## src/hdl/z80_bus_pkg.sv

```systemverilog
// Z80 bus types, I/O port addresses and the decoded port code.
// Shared by the port decoder, the read mux and the testbench.

package z80_bus_pkg;

	typedef logic [7:0]  byte_t;    // data bus byte
	typedef logic [15:0] addr_t;    // full z80 address
	typedef logic [7:0]  port_lo_t; // a[7:0], selects the port

	////////////////////////////////////////////////////////////////////////////
	// port addresses, low byte only
	////////////////////////////////////////////////////////////////////////////

	localparam port_lo_t PORT_FE = 8'hFE; // border, beeper, keyboard
	localparam port_lo_t PORT_FD = 8'hFD; // 7FFD paging
	localparam port_lo_t PORT_F7 = 8'hF7; // EFF7 paging

	// nemo ide, one port per task file register
	localparam port_lo_t IDE_10 = 8'h10; // data, low byte
	localparam port_lo_t IDE_11 = 8'h11; // data, high byte
	localparam port_lo_t IDE_30 = 8'h30;
	localparam port_lo_t IDE_50 = 8'h50;
	localparam port_lo_t IDE_70 = 8'h70;
	localparam port_lo_t IDE_90 = 8'h90;
	localparam port_lo_t IDE_B0 = 8'hB0;
	localparam port_lo_t IDE_D0 = 8'hD0;
	localparam port_lo_t IDE_F0 = 8'hF0;
	localparam port_lo_t IDE_C8 = 8'hC8; // control block, cs1

	// what the decoder found on the bus
	typedef enum logic [2:0] {
		SEL_NONE,
		SEL_FE,
		SEL_7FFD,    // a15 clear
		SEL_EFF7,    // a12 clear, shadow off
		SEL_IDE_LO,
		SEL_IDE_HI,
		SEL_IDE_REG, // 30..F0
		SEL_IDE_CTL
	} port_sel_e;

	localparam byte_t READ_IDLE = 8'hFF; // floating bus value

endpackage

```

## src/hdl/zx_regs_pkg.sv

```systemverilog
// Paging register layout, ide word types and register reset values.
// Used by the port registers, the ide data path and the top level.

package zx_regs_pkg;

	typedef logic [15:0] ide_word_t; // 16-bit ide data word
	typedef logic [5:0]  page_t;     // pentagon-1m page number

	////////////////////////////////////////////////////////////////////////////
	// 7FFD bits
	////////////////////////////////////////////////////////////////////////////

	// 2..0 page, 3 screen, 4 rom, 5 lock, 7..6 extra page bits
	localparam int B7FFD_BLOCK48 = 5;

	////////////////////////////////////////////////////////////////////////////
	// EFF7 bits
	////////////////////////////////////////////////////////////////////////////

	localparam int BEFF7_BLOCK1M = 2; // set = plain 128k paging
	localparam int BEFF7_RAM0    = 3; // ram at 0000

	localparam int BORDER_W = 3; // border colour bits

	// reset contents
	localparam z80_bus_pkg::byte_t P7FFD_RST = 8'h00;
	localparam z80_bus_pkg::byte_t PEFF7_RST = 8'h00;

	localparam logic [BORDER_W-1:0] BORDER_RST = '0;

endpackage

```

## src/hdl/z80_io_if.sv

```systemverilog
// Decoded z80 port access, from the decoder to the register and ide blocks.
// Carries the port code, the bus byte, the port pulses and the raw strobes.

interface z80_io_if;

	z80_bus_pkg::port_sel_e sel; // decoded port
	z80_bus_pkg::byte_t     a_hi; // a[15:8]
	z80_bus_pkg::byte_t     din;

	logic port_rd; // one zclk per io read
	logic port_wr; // one zclk per io write

	logic rd_n;   // raw bus levels
	logic wr_n;
	logic iorq_n;

	modport src (output sel, a_hi, din, port_rd, port_wr, rd_n, wr_n, iorq_n);

	modport regs (input sel, din, port_wr);

	modport ide (input sel, din, port_rd, port_wr, rd_n, wr_n, iorq_n);

endinterface

```

## src/hdl/ide_data_path.sv

```systemverilog
// Ide data path: write word register, saved high byte of a drive read,
// and the muxes toward the drive and toward the z80.

module ide_data_path (
	input  logic                   zclk,
	input  logic                   rst_n,
	z80_io_if.ide                  io,
	input  zx_regs_pkg::ide_word_t idein,
	input  logic                   rd_hi_sel,
	input  logic                   wr_lo_held,
	input  logic                   wr_hi_held,
	input  logic                   hi_capture,
	output zx_regs_pkg::ide_word_t ideout,
	output z80_bus_pkg::byte_t     ide_rd_even,
	output z80_bus_pkg::byte_t     ide_rd_odd
);

	zx_regs_pkg::ide_word_t wr_word; // one half prewritten here
	z80_bus_pkg::byte_t     hi_in;   // high half of last drive read

	always_ff @(posedge zclk or negedge rst_n)
	begin
		if (!rst_n)
		begin
			wr_word <= '0;
			hi_in   <= '0;
		end
		else
		begin
			if (io.port_wr && (io.sel == z80_bus_pkg::SEL_IDE_HI))
				wr_word[15:8] <= io.din; // normal order, high first
			// low half, unless this is the second divide write
			if (io.port_wr && (io.sel == z80_bus_pkg::SEL_IDE_LO) && !wr_lo_held)
				wr_word[7:0] <= io.din;
			if (hi_capture)
				hi_in <= idein[15:8];
		end
	end

	// toward the drive, stored half plus live bus byte
	assign ideout[15:8] = wr_hi_held ? wr_word[15:8] : io.din;
	assign ideout[7:0]  = wr_lo_held ? wr_word[7:0] : io.din;

	// toward the z80
	assign ide_rd_even = rd_hi_sel ? hi_in : idein[7:0];
	assign ide_rd_odd  = hi_in; // port 11

endmodule

```

## src/hdl/ide_seq_fsm.sv

```systemverilog
// Nemo ide access sequencer: read and write triggers for the divide order.
// Drives the ide chip selects and strobes, and steers the ide data path.

module ide_seq_fsm (
	input  logic   zclk,
	input  logic   rst_n,
	z80_io_if.ide  io,
	output logic   rd_hi_sel,
	output logic   wr_lo_held,
	output logic   wr_hi_held,
	output logic   hi_capture,
	output logic   ide_cs0_n,
	output logic   ide_cs1_n,
	output logic   ide_rd_n,
	output logic   ide_wr_n,
	output logic   idedataout
);

	logic ide_ports; // ports that reach the drive
	logic any_ide;   // the same plus port 11
	logic is_10;
	logic io_pulse;

	logic rd_trig, wrlo_trig, wrhi_trig; // sequencer state
	logic rd_held;                       // rd_trig frozen for the bus cycle

	assign is_10     = (io.sel == z80_bus_pkg::SEL_IDE_LO);
	assign ide_ports = is_10 | (io.sel == z80_bus_pkg::SEL_IDE_REG) |
	                   (io.sel == z80_bus_pkg::SEL_IDE_CTL);
	assign any_ide   = ide_ports | (io.sel == z80_bus_pkg::SEL_IDE_HI);
	assign io_pulse  = io.port_rd | io.port_wr;

	// first read of 10 fetches the drive word, keeps high half
	assign hi_capture = io.port_rd & is_10 & ~rd_trig;

	////////////////////////////////////////////////////////////////////////////
	// triggers
	////////////////////////////////////////////////////////////////////////////

	always_ff @(posedge zclk or negedge rst_n)
	begin
		if (!rst_n)
		begin
			rd_trig   <= 1'b0;
			wrlo_trig <= 1'b0;
			wrhi_trig <= 1'b0;
		end
		else if (any_ide && io_pulse)
		begin
			rd_trig   <= hi_capture; // any other ide access clears it
			wrhi_trig <= io.port_wr & (io.sel == z80_bus_pkg::SEL_IDE_HI);
			wrlo_trig <= io.port_wr & is_10 & ~wrhi_trig & ~wrlo_trig; // divide 1st half
		end
	end

	// hold trigger values while the strobe is low
	always_ff @(posedge zclk or negedge rst_n)
	begin
		if (!rst_n)
		begin
			rd_held    <= 1'b0;
			wr_lo_held <= 1'b0;
			wr_hi_held <= 1'b0;
		end
		else
		begin
			if (io.rd_n)
				rd_held <= rd_trig;
			if (io.wr_n)
			begin
				wr_lo_held <= wrlo_trig;
				wr_hi_held <= wrhi_trig;
			end
		end
	end

	// divide read, second read of 10 takes the saved half
	assign rd_hi_sel = rd_held & is_10;

	assign ide_cs0_n = ~ide_ports | (io.sel == z80_bus_pkg::SEL_IDE_CTL);
	assign ide_cs1_n = (io.sel != z80_bus_pkg::SEL_IDE_CTL);

	assign ide_rd_n = io.iorq_n | io.rd_n | ~ide_ports | rd_hi_sel;
	// no drive write on the low half of a divide write
	assign ide_wr_n = io.iorq_n | io.wr_n | ~ide_ports | (is_10 & ~wr_lo_held & ~wr_hi_held);

	assign idedataout = ide_rd_n; // fpga drives ide data unless reading

endmodule

```

## src/hdl/io_read_mux.sv

```systemverilog
// Byte the z80 reads from the decoded port.
// Everything not readable here floats to FF.

module io_read_mux (
	input  z80_bus_pkg::port_sel_e sel,
	input  logic [4:0]             keys_in,
	input  logic                   tape_read,
	input  z80_bus_pkg::byte_t     ide_rd_even,
	input  z80_bus_pkg::byte_t     ide_rd_odd,
	output z80_bus_pkg::byte_t     dout
);

	always_comb
	begin
		case (sel)
			z80_bus_pkg::SEL_FE:
				dout = {1'b1, tape_read, 1'b0, keys_in}; // keyboard row + tape in
			z80_bus_pkg::SEL_IDE_LO,
			z80_bus_pkg::SEL_IDE_REG,
			z80_bus_pkg::SEL_IDE_CTL:
				dout = ide_rd_even;
			z80_bus_pkg::SEL_IDE_HI:
				dout = ide_rd_odd;
			// 7FFD and EFF7 are write only
			default:
				dout = z80_bus_pkg::READ_IDLE;
		endcase
	end

endmodule

```

## src/hdl/pent_port_regs.sv

```systemverilog
// FE, 7FFD and EFF7 port registers.
// Applies the 48k lock and the 1 MB block, and forms the paging outputs.

module pent_port_regs (
	input  logic                                zclk,
	input  logic                                rst_n,
	z80_io_if.regs                              io,
	output logic [zx_regs_pkg::BORDER_W-1:0]    border,
	output logic                                beep,
	output z80_bus_pkg::byte_t                  p7ffd,
	output z80_bus_pkg::byte_t                  peff7,
	output zx_regs_pkg::page_t                  pent1m_page,
	output logic                                pent1m_rom,
	output logic                                pent1m_1m_on,
	output logic                                pent1m_ram0_0
);

	z80_bus_pkg::byte_t p7ffd_q, peff7_q;

	logic block1m;   // eff7.2, plain 128k mode
	logic block7ffd; // 7ffd frozen

	assign block1m   = peff7_q[zx_regs_pkg::BEFF7_BLOCK1M];
	assign block7ffd = p7ffd_q[zx_regs_pkg::B7FFD_BLOCK48] & block1m; // lock only in 128k mode

	always_ff @(posedge zclk or negedge rst_n)
	begin
		if (!rst_n)
		begin
			border  <= zx_regs_pkg::BORDER_RST;
			beep    <= 1'b0;
			p7ffd_q <= zx_regs_pkg::P7FFD_RST;
			peff7_q <= zx_regs_pkg::PEFF7_RST;
		end
		else if (io.port_wr)
		begin
			// FE port
			if (io.sel == z80_bus_pkg::SEL_FE)
			begin
				border <= io.din[zx_regs_pkg::BORDER_W-1:0];
				beep   <= io.din[4] ^ io.din[3]; // beeper and tape out share one pin
			end
			if ((io.sel == z80_bus_pkg::SEL_7FFD) && !block7ffd)
				p7ffd_q <= io.din;
			if (io.sel == z80_bus_pkg::SEL_EFF7)
				peff7_q <= io.din;
		end
	end

	////////////////////////////////////////////////////////////////////////////
	// paging outputs
	////////////////////////////////////////////////////////////////////////////

	// high page bits vanish in 128k mode
	assign p7ffd = {(block1m ? 3'b000 : p7ffd_q[7:5]), p7ffd_q[4:0]};

	// 128k mode keeps turbo, 16c and 7/5/4 only
	assign peff7 = block1m ? {peff7_q[7], 1'b0, peff7_q[5:4], 3'b000, peff7_q[0]} : peff7_q;

	assign pent1m_page   = {p7ffd_q[7:5], p7ffd_q[2:0]}; // full 1M page
	assign pent1m_rom    = p7ffd_q[4];
	assign pent1m_1m_on  = ~block1m;
	assign pent1m_ram0_0 = peff7_q[zx_regs_pkg::BEFF7_RAM0];

endmodule

```

## src/hdl/z80_io_decode.sv

```systemverilog
// Z80 io strobe edge detection and port decoding.
// Makes the one-cycle port pulses and drives porthit and dataout.

module z80_io_decode (
	input  logic               zclk,
	input  logic               rst_n,
	input  z80_bus_pkg::addr_t a,
	input  z80_bus_pkg::byte_t din,
	input  logic               iorq_n,
	input  logic               rd_n,
	input  logic               wr_n,
	input  logic               dos,
	z80_io_if.src              io,
	output logic               porthit,
	output logic               dataout
);

	z80_bus_pkg::port_lo_t loa;

	logic iowr_now, iord_now; // strobe pair active right now
	logic iowr_q, iord_q;     // same, one edge ago
	logic shadow;

	assign loa    = a[7:0];
	assign shadow = dos; // no BF port here, dos only

	// pass the bus through to the port blocks
	assign io.a_hi   = a[15:8];
	assign io.din    = din;
	assign io.rd_n   = rd_n;
	assign io.wr_n   = wr_n;
	assign io.iorq_n = iorq_n;

	assign iowr_now = ~(iorq_n | wr_n);
	assign iord_now = ~(iorq_n | rd_n);

	////////////////////////////////////////////////////////////////////////////
	// strobe edges
	////////////////////////////////////////////////////////////////////////////

	always_ff @(posedge zclk or negedge rst_n)
	begin
		if (!rst_n)
		begin
			iowr_q     <= 1'b0;
			iord_q     <= 1'b0;
			io.port_wr <= 1'b0;
			io.port_rd <= 1'b0;
		end
		else
		begin
			iowr_q     <= iowr_now;
			iord_q     <= iord_now;
			io.port_wr <= iowr_now & ~iowr_q; // first edge of the cycle only
			io.port_rd <= iord_now & ~iord_q;
		end
	end

	////////////////////////////////////////////////////////////////////////////
	// port decode
	////////////////////////////////////////////////////////////////////////////

	always_comb
	begin
		io.sel = z80_bus_pkg::SEL_NONE;
		case (loa)
			z80_bus_pkg::PORT_FE: io.sel = z80_bus_pkg::SEL_FE;
			z80_bus_pkg::PORT_FD: if (!io.a_hi[7]) io.sel = z80_bus_pkg::SEL_7FFD; // 7FFD
			z80_bus_pkg::PORT_F7:
				if (!io.a_hi[4] && !shadow)
					io.sel = z80_bus_pkg::SEL_EFF7; // EFF7, hidden under dos
			z80_bus_pkg::IDE_10: io.sel = z80_bus_pkg::SEL_IDE_LO;
			z80_bus_pkg::IDE_11: io.sel = z80_bus_pkg::SEL_IDE_HI;
			z80_bus_pkg::IDE_30, z80_bus_pkg::IDE_50, z80_bus_pkg::IDE_70,
			z80_bus_pkg::IDE_90, z80_bus_pkg::IDE_B0, z80_bus_pkg::IDE_D0,
			z80_bus_pkg::IDE_F0: io.sel = z80_bus_pkg::SEL_IDE_REG;
			z80_bus_pkg::IDE_C8: io.sel = z80_bus_pkg::SEL_IDE_CTL;
			default: io.sel = z80_bus_pkg::SEL_NONE;
		endcase
	end

	// zxbus sees our ports only during an io cycle
	assign porthit = (io.sel != z80_bus_pkg::SEL_NONE) & ~iorq_n;
	assign dataout = (io.sel != z80_bus_pkg::SEL_NONE) & ~iorq_n & ~rd_n; // we drive the bus

endmodule

```

## src/hdl/zports_top.sv

```systemverilog
// Z80 io port block, top level.
// Connects the decoder, the port registers, the ide blocks and the read mux.

module zports_top (
	input  logic                             zclk,
	input  logic                             rst_n,
	input  z80_bus_pkg::addr_t               a,
	input  z80_bus_pkg::byte_t               din,
	input  logic                             iorq_n,
	input  logic                             rd_n,
	input  logic                             wr_n,
	input  logic                             dos,
	input  logic                             tape_read,
	input  logic [4:0]                       keys_in,
	input  zx_regs_pkg::ide_word_t           idein,
	output z80_bus_pkg::byte_t               dout,
	output logic                             dataout,
	output logic                             porthit,
	output logic [zx_regs_pkg::BORDER_W-1:0] border,
	output logic                             beep,
	output z80_bus_pkg::byte_t               p7ffd,
	output z80_bus_pkg::byte_t               peff7,
	output zx_regs_pkg::page_t               pent1m_page,
	output logic                             pent1m_rom,
	output logic                             pent1m_1m_on,
	output logic                             pent1m_ram0_0,
	output zx_regs_pkg::ide_word_t           ideout,
	output logic [2:0]                       ide_a,
	output logic                             ide_cs0_n,
	output logic                             ide_cs1_n,
	output logic                             ide_rd_n,
	output logic                             ide_wr_n,
	output logic                             idedataout
);

	logic rd_hi_sel, wr_lo_held, wr_hi_held, hi_capture; // sequencer to data path

	z80_bus_pkg::byte_t ide_rd_even, ide_rd_odd;

	z80_io_if io ();

	assign ide_a = a[7:5]; // task file register number

	z80_io_decode decode_i (.zclk, .rst_n, .a, .din, .iorq_n, .rd_n, .wr_n, .dos,
		.io(io.src), .porthit, .dataout);

	pent_port_regs regs_i (.zclk, .rst_n, .io(io.regs), .border, .beep, .p7ffd, .peff7,
		.pent1m_page, .pent1m_rom, .pent1m_1m_on, .pent1m_ram0_0);

	ide_seq_fsm ide_seq_i (.zclk, .rst_n, .io(io.ide), .rd_hi_sel, .wr_lo_held, .wr_hi_held,
		.hi_capture, .ide_cs0_n, .ide_cs1_n, .ide_rd_n, .ide_wr_n, .idedataout);

	ide_data_path ide_data_i (.zclk, .rst_n, .io(io.ide), .idein, .rd_hi_sel, .wr_lo_held,
		.wr_hi_held, .hi_capture, .ideout, .ide_rd_even, .ide_rd_odd);

	io_read_mux read_mux_i (.sel(io.sel), .keys_in, .tape_read, .ide_rd_even, .ide_rd_odd,
		.dout);

endmodule

```

## config.mk

```make
export PLATFORM = sky130hd
export DESIGN_NAME = zports_top
export DESIGN_NICKNAME = d
export VERILOG_FILES = /design/src/hdl/z80_bus_pkg.sv /design/src/hdl/zx_regs_pkg.sv /design/src/hdl/z80_io_if.sv /design/src/hdl/ide_data_path.sv /design/src/hdl/ide_seq_fsm.sv /design/src/hdl/io_read_mux.sv /design/src/hdl/pent_port_regs.sv /design/src/hdl/z80_io_decode.sv /design/src/hdl/zports_top.sv
export SDC_FILE = /design/constraint.sdc
export NUM_CORES = 1
export LEC_CHECK = 0
export BUFFER_PORTS_ARGS = -buffer_cell sky130_fd_sc_hd__buf_2
export CAP_MARGIN = 20
export CELL_PAD_IN_SITES_DETAIL_PLACEMENT = 1
export CELL_PAD_IN_SITES_GLOBAL_PLACEMENT = 1
export CORE_MARGIN = 5
export CORE_UTILIZATION = 38
export CTS_BUF_LIST = sky130_fd_sc_hd__clkbuf_2
export CTS_CLUSTER_SIZE = 14
export DETAILED_ROUTE_END_ITERATION = 7
export PLACE_DENSITY_LB_ADDON = 0.1
export SYNTH_ARGS = -nofsm -noshare
export SYNTH_HDL_FRONTEND = slang
export SYNTH_SLANG_ARGS = --single-unit
```

## constraint.sdc

```tcl
create_clock -name zclk -period 3 [get_ports zclk]
set_input_delay 0.6 -clock zclk [delete_from_list [all_inputs] [get_ports zclk]]
set_output_delay 0.6 -clock zclk [all_outputs]
set_load 0.1 [all_outputs]
```

==> summary.md, run 1 <==
| Metric | Value |
|---|---|
| Vias | `2,196` |
| Dpl hpwl | `5610 um` |
| CP Depth | `8` |
| Num CTS Buffers | `5` |
| PwrDens | `355 nW/um^2` |
| Initial DRC count | `97` |
| Finished Cell Area | `3830 sq um` |
| Worst Path Max Fanout | `5` |
| # diodes | `0` |
| Share of the synthesized area in the top cell type | `49.0%` |
| CTS sink count | `54` |
| Status | `complete, but fails checks` |
| Core area | `7180 sq um` |
| Avg WL per Cell | `17.5 um` |
| Final Util | `53.4%` |
| Chip height | `95.2 um` |
| Max-slew headroom | `58.1%` |
| Asr flop ratio synth | `100%` |
| Synth Cell Area | `2760 sq um` |
| Slowest-stage cell, CP | `or4b_4` |
| Die ar. | `9060 sq um` |
| Routed Antenna Nets | `0` |
| Crit end category | `output port` |
| Nets | `389` |
| Fill count | `791` |
| Met1 WL | `3030 um` |
| Root Buffer | `clkbuf_2` |
| Share of cells above drive strength 1 | `66.6%` |
| EDFF count, synth | `0` |
| Area grow syn2layout | `38.9%` |
| Pleak | `2.00 nW` |
| Gr ovfl total | `0` |
| Crit start category | `input pin` |
| Reg2reg setup slack | `1390 ps` |
| Final hold violations | `0` |
| Setup crit end | `dataout` |
| Max Freq | `323 MHz` |
| Syn nets | `273` |
| Top-count cell post-synth | `mux2_2` |
| Worst vdd ir | `0.000235 V` |
| Worst R2R Path Depth | `2` |
| Dpl cell area | `3620 sq um` |
| Final Max Slew Viols | `0` |
| Biggest area consumer among synthesized cells | `dfrtp_1` |
| First-pass GRT wire length | `11,900 um` |
| Clk pin slew, worst setup/hold paths | `270 ps` |
| CTS tree | `yes` |
| Fin worst setup slack | `-99.1 ps` |
| Initial antenna violation count | `0` |
| Crit Reg-Reg Endpoint | `regs_i.p7ffd_q[4]$_DFFE_PN0P_` |
| Die Width | `95.2 um` |
| Met2 routed WL | `4030 um` |
| Clk Latency, worst-skew pair | `440 ps` |
| Post-layout minimum cycle time | `3100 ps` |
| Starting density of the core | `38.4%` |
| Gate Count Post-Synth | `221` |
| Skew final | `30.1 ps` |
| Top Metal Used | `met4` |
| Measured slew at the worst slew-check pin | `626 ps` |
| Critical path class | `in -> out` |
| Gpl congestion | `0.743` |
| Port Buffers | `107` |
| WP data arrival | `2500 ps` |
| Sequential fraction of the synthesis area | `49.0%` |
| Clock Path Buffers | `2` |
| Drt pass-1 iters | `4` |
| Max Cap Violations | `0` |
| Vias in the first global route | `2,333` |
| Post-CTS Hold Fix Bufs | `0` |
| Metal3 WL | `520 um` |
| # IOs | `115` |
| Synth Warn # | `0` |
| Tcrit/Tclk final | `103%` |
| Failing checks | `negative setup slack` |
| Top cells by area, synth | `dfrtp_1 49%, mux2_2 23%, buf_4 3.5%` |
| WHS | `72.1 ps` |
| Post-synth top cells | `57 x mux2_2, 54 x dfrtp_1, 13 x buf_4` |
| Post-route DRC | `0` |
| Bufs and invs on worst path | `3` |
| Data required time of the worst path | `2400 ps` |
| Worst reg2reg startpoint | `regs_i.peff7_q[2]$_DFFE_PN0P_` |
| RSZ-0062 raised after global routing | `yes` |
| Final Setup Violations | `12` |
| Delay-heaviest family, CP | `simple AND/OR/NAND/NOR gates` |
| Largest net degree at the start of global routing | `33` |
| CP startpoint | `a[5]` |
| Crit-path max cell delay | `520 ps` |
| GRT Util Overall | `17.3%` |
| Tot Pwr | `1.36 mW` |
| Site Rows | `31` |
| Avg Vias per Cell | `5.03` |
| Synth unique cells | `41` |
| Syn_area_per_cell | `12.5 sq um` |
| Routed Wire Length | `7660 um` |
| Hold Path Class | `in -> async` |
| Yosys reg bits | `54` |
| CP most frequent cell | `buf_6` |
| Cell Chain, Critical Path | `buf_6 -> or4b_4 -> or4_4 -> o21a_4 -> buf_6 -> nor3b_4 -> nor3_4 -> buf_12` |
| Main synth FF type | `dfrtp_1` |
| Setup tns final | `-959 ps` |
| H-tree depth | `2` |
==> registers in the layout (all words and copies together), names as in the netlist <==
name	count
decode_i.io.port_rd	1
decode_i.io.port_wr	1
decode_i.iord_q	1
decode_i.iowr_q	1
ide_data_i.ide_rd_odd	8
ide_data_i.wr_word	16
ide_seq_i.rd_held	1
ide_seq_i.rd_trig	1
ide_seq_i.wr_hi_held	1
ide_seq_i.wr_lo_held	1
ide_seq_i.wrhi_trig	1
ide_seq_i.wrlo_trig	1
regs_i.beep	1
regs_i.border	3
regs_i.p7ffd_q	8
regs_i.peff7_q	8
==> per-layer routing <==
layer  vias up  track usage (%)
met5         -                0
li1       1022                -
met2        62             30.7
met3         6             4.66
met1      1106             20.5
met4         0             4.45
==> power breakdown <==
group / switching (mW) / total, mW / internal, mW
clock network: 0.224 / 0.281 / 0.0573
registers: 0.0135 / 0.758 / 0.745
logic: 0.234 / 0.321 / 0.0867
total: 0.472 / 1.36 / 0.889
==> worst min path at each step <==
stage                                                to  slack (ps)
final                     regs_i.peff7_q[2]$_DFFE_PN0P_          70
after global routing      regs_i.peff7_q[3]$_DFFE_PN0P_          50
after CTS                 regs_i.peff7_q[3]$_DFFE_PN0P_          60
after detailed placement  decode_i.io.port_wr$_DFF_PN0_         390
after global placement    decode_i.io.port_wr$_DFF_PN0_         380
after floorplan           decode_i.io.port_rd$_DFF_PN0_         300
==> repair_timing <==
action,in CTS,in global routing
resized for setup,28,6
setup buffers,2,2
pin swaps,1,1
setup endpoints to repair,13,13
cloned,1,0
==> layout by cell type (no fill, tap or decap), drive strengths merged, types with 2 or more instances in the layout <==
| cell type | Yosys | routed |
|---|---|---|
| a211o | 2 | 2 |
| a221o | 6 | 6 |
| buf | 18 | 130 |
| clkbuf | 4 | 6 |
| clkinv | 0 | 2 |
| dfrtp | 54 | 54 |
| inv | 2 | 2 |
| mux2 | 58 | 58 |
| nand2 | 10 | 10 |
| nand3 | 3 | 3 |
| nand3b | 2 | 2 |
| nand4 | 2 | 2 |
| nor2 | 9 | 9 |
| nor2b | 7 | 7 |
| nor3 | 5 | 5 |
| o21a | 8 | 9 |
| o21ai | 11 | 11 |
| o31ai | 3 | 3 |
| or4 | 2 | 2 |
| or4b | 4 | 4 |
==> kinds of logic (layout without fill, tap and decap cells) <==
group,Yosys count,count (layout),synth area share [%]
simple gates,50,50,11.8
buf+inv,24,140,5.90
flops,54,54,49.0
other cells,1,1,0.136
mux,58,58,23.7
xor+xnor,1,1,0.318
compound gates,33,34,9.12
==> through the flow <==
| step | setup WS, ps | cells |
|---|---|---|
| 3_3_place_gp | -176 | 424 |
| 5_1_grt | -139 | 437 |
| 6_report | -99.1 | 437 |
| 3_5_place_dp | -175 | 424 |
| 4_1_cts | -118 | 435 |
| 2_1_floorplan | -570 | 221 |
==> final cells by class <==
type | instances | area (sq um) | area share (%)
inverter | 2 | 7.51 | 0.196
clock buffer | 6 | 30.0 | 0.784
clock inverter | 2 | 8.76 | 0.229
tap | 99 | 124 | 3.23
sequential | 54 | 1350 | 35.3
multi-input combinational | 144 | 1400 | 36.6
timing repair buffer | 130 | 908 | 23.7
==> worst reg2reg max path, stage by stage, from the launching register on <==
cell,delay (ps)
dfrtp_1,650
a211o_1,480
mux2_2,390
Power figures use the tool's default switching activity.
==> run 2: changes to the inputs <==
--- a/config.mk
+++ b/config.mk
@@ -14,7 +14,8 @@
 export CTS_BUF_LIST = sky130_fd_sc_hd__clkbuf_2
 export CTS_CLUSTER_SIZE = 14
 export DETAILED_ROUTE_END_ITERATION = 7
-export PLACE_DENSITY_LB_ADDON = 0.1
+export PLACE_DENSITY = 0.82
+export SETUP_SLACK_MARGIN = 0.02
 export SYNTH_ARGS = -nofsm -noshare
 export SYNTH_HDL_FRONTEND = slang
 export SYNTH_SLANG_ARGS = --single-unit
==> run 2 against run 1 <==
Against the previous run:
- the run still ends with negative setup slack left
- sequential power about the same
- critical path depth unchanged
- global-route usage up 1.5 points
- wire length up 9.7%
- worst hold slack better by 260 ps
- non-clock buffer count up 2
- total power up 1.8%
- final area up 0.56%
- worst setup slack better by 8.2 ps
- register-to-register slack better by 30 ps
- clock power up 7.1%
- first-iteration DRC count down 32%
==> summary.md, run 2 (synthesized netlist as in run 1, its figures left out) <==
| Metric | Value |
|---|---|
| Area grow syn2layout | `39.7%` |
| Measured slew at the worst slew-check pin | `618 ps (-8.14 ps)` |
| Worst R2R Path Depth | `2 (unchanged)` |
| Dpl hpwl | `5940 um (+5.8%)` |
| CP most frequent cell | `buf_6` |
| Gpl congestion | `0.709 (-4.6%)` |
| Post-route DRC | `0 (unchanged)` |
| Site Rows | `31 (unchanged)` |
| Gr ovfl total | `0 (unchanged)` |
| Clk pin slew, worst setup/hold paths | `280 ps (about the same)` |
| Crit end category | `output port` |
| First-pass GRT wire length | `13,100 um (+9.6%)` |
| Worst reg2reg startpoint | `regs_i.peff7_q[2]$_DFFE_PN0P_` |
| Clk Latency, worst-skew pair | `450 ps (about the same)` |
| CTS sink count | `54 (unchanged)` |
| Pleak | `2.01 nW (+0.55%)` |
| Vias in the first global route | `2,552 (+9.4%)` |
| Crit Reg-Reg Endpoint | `regs_i.p7ffd_q[2]$_DFFE_PN0P_` |
| Critical path class | `in -> out` |
| Die ar. | `9060 sq um (unchanged)` |
| Chip height | `95.2 um (unchanged)` |
| # diodes | `0 (unchanged)` |
| Status | `complete, but fails checks` |
| # IOs | `115 (unchanged)` |
| Post-layout minimum cycle time | `3090 ps (-8.21 ps)` |
| Commonest non-fill, non-tap cell in the layout | `buf_2` |
| Avg WL per Cell | `19.1 um (+9.2%)` |
| Hold Crit Start | `wr_n` |
| Final Setup Violations | `11 (-1)` |
| Largest reg by FF count | `ide_data_i.wr_word` |
| Final Max Slew Viols | `0 (unchanged)` |
| Worst Path Max Fanout | `5 (unchanged)` |
| Cell Chain, Critical Path | `buf_6 -> or4b_4 -> or4_4 -> o21a_4 -> buf_6 -> nor3b_4 -> nor3_4 -> buf_12` |
| Avg Vias per Cell | `5.06 (+0.72%)` |
| RSZ-0062 raised after global routing | `yes` |
| Largest register FFs | `16 (unchanged)` |
| Max-slew headroom | `58.8% (+0.70 points)` |
| Routed Antenna Nets | `0 (unchanged)` |
| Crit-path max cell delay | `520 ps (about the same)` |
| Skew final | `39.4 ps (+9.30 ps)` |
| H-tree depth | `2 (unchanged)` |
| Most frequent cells in the layout | `93 x buf_2, 57 x mux2_2, 54 x dfrtp_1` |
| Final hold violations | `0 (unchanged)` |
| CTS tree | `yes` |
| Failing checks | `negative setup slack` |
| Vias | `2,222 (+1.2%)` |
| Max Cap Violations | `0 (unchanged)` |
| Routed Wire Length | `8400 um (+9.7%)` |
| Setup tns final | `-793 ps (+166 ps)` |
| Tcrit/Tclk final | `103% (-0.27 points)` |
| WP data arrival | `2490 ps (about the same)` |
| Nets | `391 (+0.51%)` |
| Worst vdd ir | `0.000200 V (-15%)` |
| Clock Path Buffers | `2 (unchanged)` |
| Initial DRC count | `66 (-32%)` |
| Port Buffers | `107 (unchanged)` |
| Tot Pwr | `1.39 mW (+1.8%)` |
| Largest net degree at the start of global routing | `48 (+45%)` |
| Hold path endpoint | `decode_i.io.port_wr$_DFF_PN0_` |
| Slowest-stage cell, CP | `or4b_4` |
| Root Buffer | `clkbuf_2` |
| Num CTS Buffers | `5 (unchanged)` |
| Fill count | `789 (-0.25%)` |
| Starting density of the core | `38.4% (unchanged)` |
| Hold Path Class | `in -> reg` |
| Crit start category | `input pin` |
| Initial antenna violation count | `0 (unchanged)` |
| Share of cells above drive strength 1 | `66.8% (+0.20 points)` |
| Drt pass-1 iters | `3 (-1)` |
| Cell count of the worst hold path | `2` |
| Data required time of the worst path | `2400 ps (about the same)` |
| Core area | `7180 sq um (unchanged)` |
| Max Freq | `324 MHz (+0.27%)` |
| Fin worst setup slack | `-90.9 ps (+8.21 ps)` |
| GRT Util Overall | `18.7% (+1.5 points)` |
| Reg2reg setup slack | `1420 ps (+30 ps)` |
| PwrDens | `360 nW/um^2 (+1.2%)` |
| Die Width | `95.2 um (unchanged)` |
-- run 2: critical path, delay by kind of cell --
family                 cells  cell delay [ps]
AOI/OAI and AO/OA          1              170
and+or+nand+nor            4             1300
buffers and inverters      3              420
-- run 2: worst max path at each step --
stage	startpoint	end	slack, ps
final	a[5]	dataout	-90
after global routing	a[5]	dataout	-150
after CTS	a[5]	dataout	-90
after detailed placement	a[5]	dout[1]	-170
after global placement	a[5]	dout[4]	-150
after floorplan	a[5]	dataout	-570
-- run 2: cell type report --
cell class	count	area, sq um	area share, %
flip-flops and latches	54	1350	35.1
multi-input cells	144	1390	36.2
repair buffers	132	930	24.1
clock inverters	3	20.0	0.520
inverters	2	7.51	0.195
well taps	99	124	3.22
clock buffers	5	25.0	0.650
-- run 2: through the flow --
step | area (sq um) | hold slack [ps] | instances | worst slack, ps | utilization (%)
floorplan | 2880 | 304 | 221 | -570 | -
global placement | 3610 | 383 | 423 | -152 | 50.3
detailed placement | 3610 | 388 | 423 | -172 | 50.3
CTS | 3790 | 322 | 434 | -88.0 | 52.9
global route | 3850 | 338 | 439 | -147 | 53.7
finish | 3850 | 328 | 439 | -90.9 | 53.7
-- run 2: routing by layer --
metal / GRT usage (%) / part of all wire [%] / vias up
li1: - / - / 1029
met4: 3.73 / 0.61 / 0
met1: 21.4 / 39 / 1137
met2: 36.5 / 57 / 52
met3: 2.76 / 3.7 / 4
met5: 0 / 0 / -
-- run 2: report_power, final --
part	switching (mW)	total [mW]	internal, mW	leakage, nW
Clock	0.243	0.301	0.0577	0.0270
Sequential	0.0147	0.760	0.745	0.748
Combinational	0.236	0.324	0.0878	1.23
-- run 2: timing repair --
| action | 4_1_cts | 5_1_grt |
|---|---|---|
| hold endpoints to repair | 7 | 0 |
| hold buffers | 1 | 0 |
| gates cloned | 1 | 0 |
| gates resized for setup | 29 | 6 |
| setup buffers | 1 | 5 |
| pin swaps | 1 | 1 |
| endpoints found under the setup margin | 13 | 13 |
==> run 3: changes to the inputs <==
--- a/config.mk
+++ b/config.mk
@@ -15,7 +15,6 @@
 export CTS_CLUSTER_SIZE = 14
 export DETAILED_ROUTE_END_ITERATION = 7
 export PLACE_DENSITY = 0.82
-export SETUP_SLACK_MARGIN = 0.02
 export SYNTH_ARGS = -nofsm -noshare
 export SYNTH_HDL_FRONTEND = slang
 export SYNTH_SLANG_ARGS = --single-unit
==> run 3 against run 2 <==
Against the previous run:
- via count grew 1.3%
- utilization barely moved
- first-iteration DRC count is 23% lower
- combinational power is essentially flat
- register-to-register slack barely moved
- clock skew grew 8.1 ps
- critical path depth stayed put
- global-route usage about the same
- non-clock buffer count is the same
- wire length shrank 1.3%
- sequential share of layout area barely moved
- largest power group unchanged
- clock power shrank 1%
- the flow still finishes with violations (negative setup slack)
==> summary.md, run 3 (synthesized netlist as in run 1, its figures left out) <==
| Metric | Value |
|---|---|
| Status | `complete, but fails checks` |
| Failing checks | `negative setup slack` |
| Final Setup Violations | `11 (unchanged)` |
| Fill count | `790 (+0.13%)` |
| Nets | `391 (unchanged)` |
| Initial DRC count | `51 (-23%)` |
| Die Width | `95.2 um (unchanged)` |
| Share of cells above drive strength 1 | `66.5% (-0.29 points)` |
| Dpl hpwl | `5940 um (unchanged)` |
| Crit start category | `input pin` |
| Routed Antenna Nets | `0 (unchanged)` |
| Site Rows | `31 (unchanged)` |
| Crit-path max cell delay | `520 ps (about the same)` |
| Inst Count DP | `423 (unchanged)` |
| Core area | `7180 sq um (unchanged)` |
| Net Sw Frac | `35.4% (-0.26 points)` |
| WP data arrival | `2490 ps (about the same)` |
| CTS tree | `yes` |
| Root Buffer | `clkbuf_2` |
| Commonest non-fill, non-tap cell in the layout | `buf_2` |
| Seq pwr share | `55.1% (+0.2 points)` |
| Most frequent cells in the layout | `93 x buf_2, 57 x mux2_2, 54 x dfrtp_1` |
| Hold Path Class | `in -> reg` |
| Comb pwr share | `23.4% (about the same)` |
| P_sw | `0.489 mW (-1.1%)` |
| Starting density of the core | `38.4% (unchanged)` |
| Data required time of the worst path | `2400 ps (about the same)` |
| Vias | `2,250 (+1.3%)` |
| Multi-input logic area | `1390 sq um (-0.18%)` |
| Max Cap Violations | `0 (unchanged)` |
| Post-route DRC | `0 (unchanged)` |
| Gr ovfl total | `0 (unchanged)` |
| PwrDens | `358 nW/um^2 (-0.34%)` |
| Worst Path Max Fanout | `5 (unchanged)` |
| First-pass GRT wire length | `13,100 um (+0.21%)` |
| Gpl congestion | `0.709 (unchanged)` |
| Pleak | `2.01 nW (-0.10%)` |
| Skew final | `47.5 ps (+8.07 ps)` |
| Clock Path Buffers | `2 (unchanged)` |
| Tot Pwr | `1.38 mW (-0.41%)` |
| Part of the power in the clock network | `21.5% (-0.2 points)` |
| Clk Latency, worst-skew pair | `450 ps (about the same)` |
| Final Util | `53.6% (about the same)` |
| Critical path class | `in -> out` |
| Avg WL per Cell | `18.9 um (-1.3%)` |
| Num CTS Buffers | `5 (unchanged)` |
| Die ar. | `9060 sq um (unchanged)` |
| Chip height | `95.2 um (unchanged)` |
| Max-slew headroom | `58.7% (-0.13 points)` |
| Worst vdd ir | `0.000199 V (-0.69%)` |
| WHS | `347 ps (+19.3 ps)` |
| Crit end category | `output port` |
| Area grow syn2layout | `39.6% (about the same)` |
| Drt pass-1 iters | `4 (+1)` |
| Slowest-stage cell, CP | `or4b_4` |
| Routed Wire Length | `8300 um (-1.3%)` |
| Max Freq | `324 MHz (about the same)` |
| Reg area | `1350 sq um (unchanged)` |
| Avg Vias per Cell | `5.13 (+1.3%)` |
| Measured slew at the worst slew-check pin | `620 ps (+1.94 ps)` |
| Port Buffers | `107 (unchanged)` |
| CP most frequent cell | `buf_6` |
| GRT Util Overall | `18.7% (+0.033 points)` |
| Finished Layout Cells | `439 (unchanged)` |
| Cell Chain, Critical Path | `buf_6 -> or4b_4 -> or4_4 -> o21a_4 -> buf_6 -> nor3b_4 -> nor3_4 -> buf_12` |
| Tcrit/Tclk final | `103% (about the same)` |
| Fin worst setup slack | `-90.5 ps (+0.335 ps)` |
| H-tree depth | `2 (unchanged)` |
| Largest net degree at the start of global routing | `48 (unchanged)` |
| Final Max Slew Viols | `0 (unchanged)` |
| Initial antenna violation count | `0 (unchanged)` |
| RSZ-0062 raised after global routing | `yes` |
| Clk pin slew, worst setup/hold paths | `270 ps (about the same)` |
| Vias in the first global route | `2,547 (-0.20%)` |
| Setup tns final | `-791 ps (+1.77 ps)` |
| Final hold violations | `0 (unchanged)` |
| Reg2reg setup slack | `1410 ps (about the same)` |
| # diodes | `0 (unchanged)` |
| Post-layout minimum cycle time | `3090 ps (-0.335 ps)` |
| # IOs | `115 (unchanged)` |
| CTS sink count | `54 (unchanged)` |
| Largest register FFs | `16 (unchanged)` |
| Int Power | `0.891 mW (about the same)` |
| Largest reg by FF count | `ide_data_i.wr_word` |
## run 3: routing by layer
metal | up-vias | global-route usage [%] | wire length (um)
met5 | - | 0 | 0
met4 | 0 | 3.25 | 53
met3 | 4 | 2.68 | 291
met2 | 45 | 36.5 | 4750
met1 | 1174 | 21.7 | 3200
li1 | 1027 | - | -
## run 3: worst max-delay path: cells and delay by family
| family | cells | cell delay, ps |
|---|---|---|
| buffers and inverters | 3 | 420 |
| and+or+nand+nor | 4 | 1300 |
| AOI/OAI and AO/OA | 1 | 170 |
## run 3: final timing paths
| kind | from | endpoint | cells past startpoint |
|---|---|---|---|
| max | a[5] | dataout | 8 |
| min | wr_n | decode_i.io.port_wr$_DFF_PN0_ | 2 |
| max reg2reg | regs_i.peff7_q[2]$_DFFE_PN0P_ | regs_i.p7ffd_q[2]$_DFFE_PN0P_ | 2 |
| min reg2reg | decode_i.iowr_q$_DFF_PN0_ | decode_i.io.port_wr$_DFF_PN0_ | 1 |
| max in group asynchronous | rst_n | ide_data_i.ide_rd_odd[5]$_DFFE_PN0P_ | 3 |
| min in group asynchronous | rst_n | ide_data_i.ide_rd_odd[2]$_DFFE_PN0P_ | 2 |
## run 3: through the flow
| stage | worst slack, ps | cell area, sq um |
|---|---|---|
| after floorplan | -570 | 2880 |
| after global placement | -152 | 3610 |
| after detailed placement | -172 | 3610 |
| after CTS | -88.0 | 3790 |
| after global routing | -155 | 3850 |
| final | -90.5 | 3850 |
## run 3: area by class of cell
cell class	count	area share [%]
clock buffers	5	0.650
clock inverters	3	0.520
inverters	2	0.195
multi-input cells	144	36.2
flip-flops and latches	54	35.1
well taps	99	3.22
repair buffers	132	24.2
## run 3: timing repair
action,4_1_cts,5_1_grt
gates cloned,1,0
buffers inserted,1,5
endpoints found under the setup margin,12,13
endpoints found under the hold margin,7,0
resized for setup,28,6
hold buffers,1,0
pin swaps,1,1
## run 3: power groups by stage
| stage | sequential, mW | clock [mW] | combinational [mW] |
|---|---|---|---|
| final | 0.760 | 0.297 | 0.323 |
| after global routing | 0.762 | 0.337 | 0.340 |
| after global placement | 0.770 | 0 | 0.309 |
| after detailed placement | 0.771 | 0 | 0.314 |
| after floorplan | 0.787 | 0 | 0.227 |
| after CTS | 0.760 | 0.310 | 0.323 |
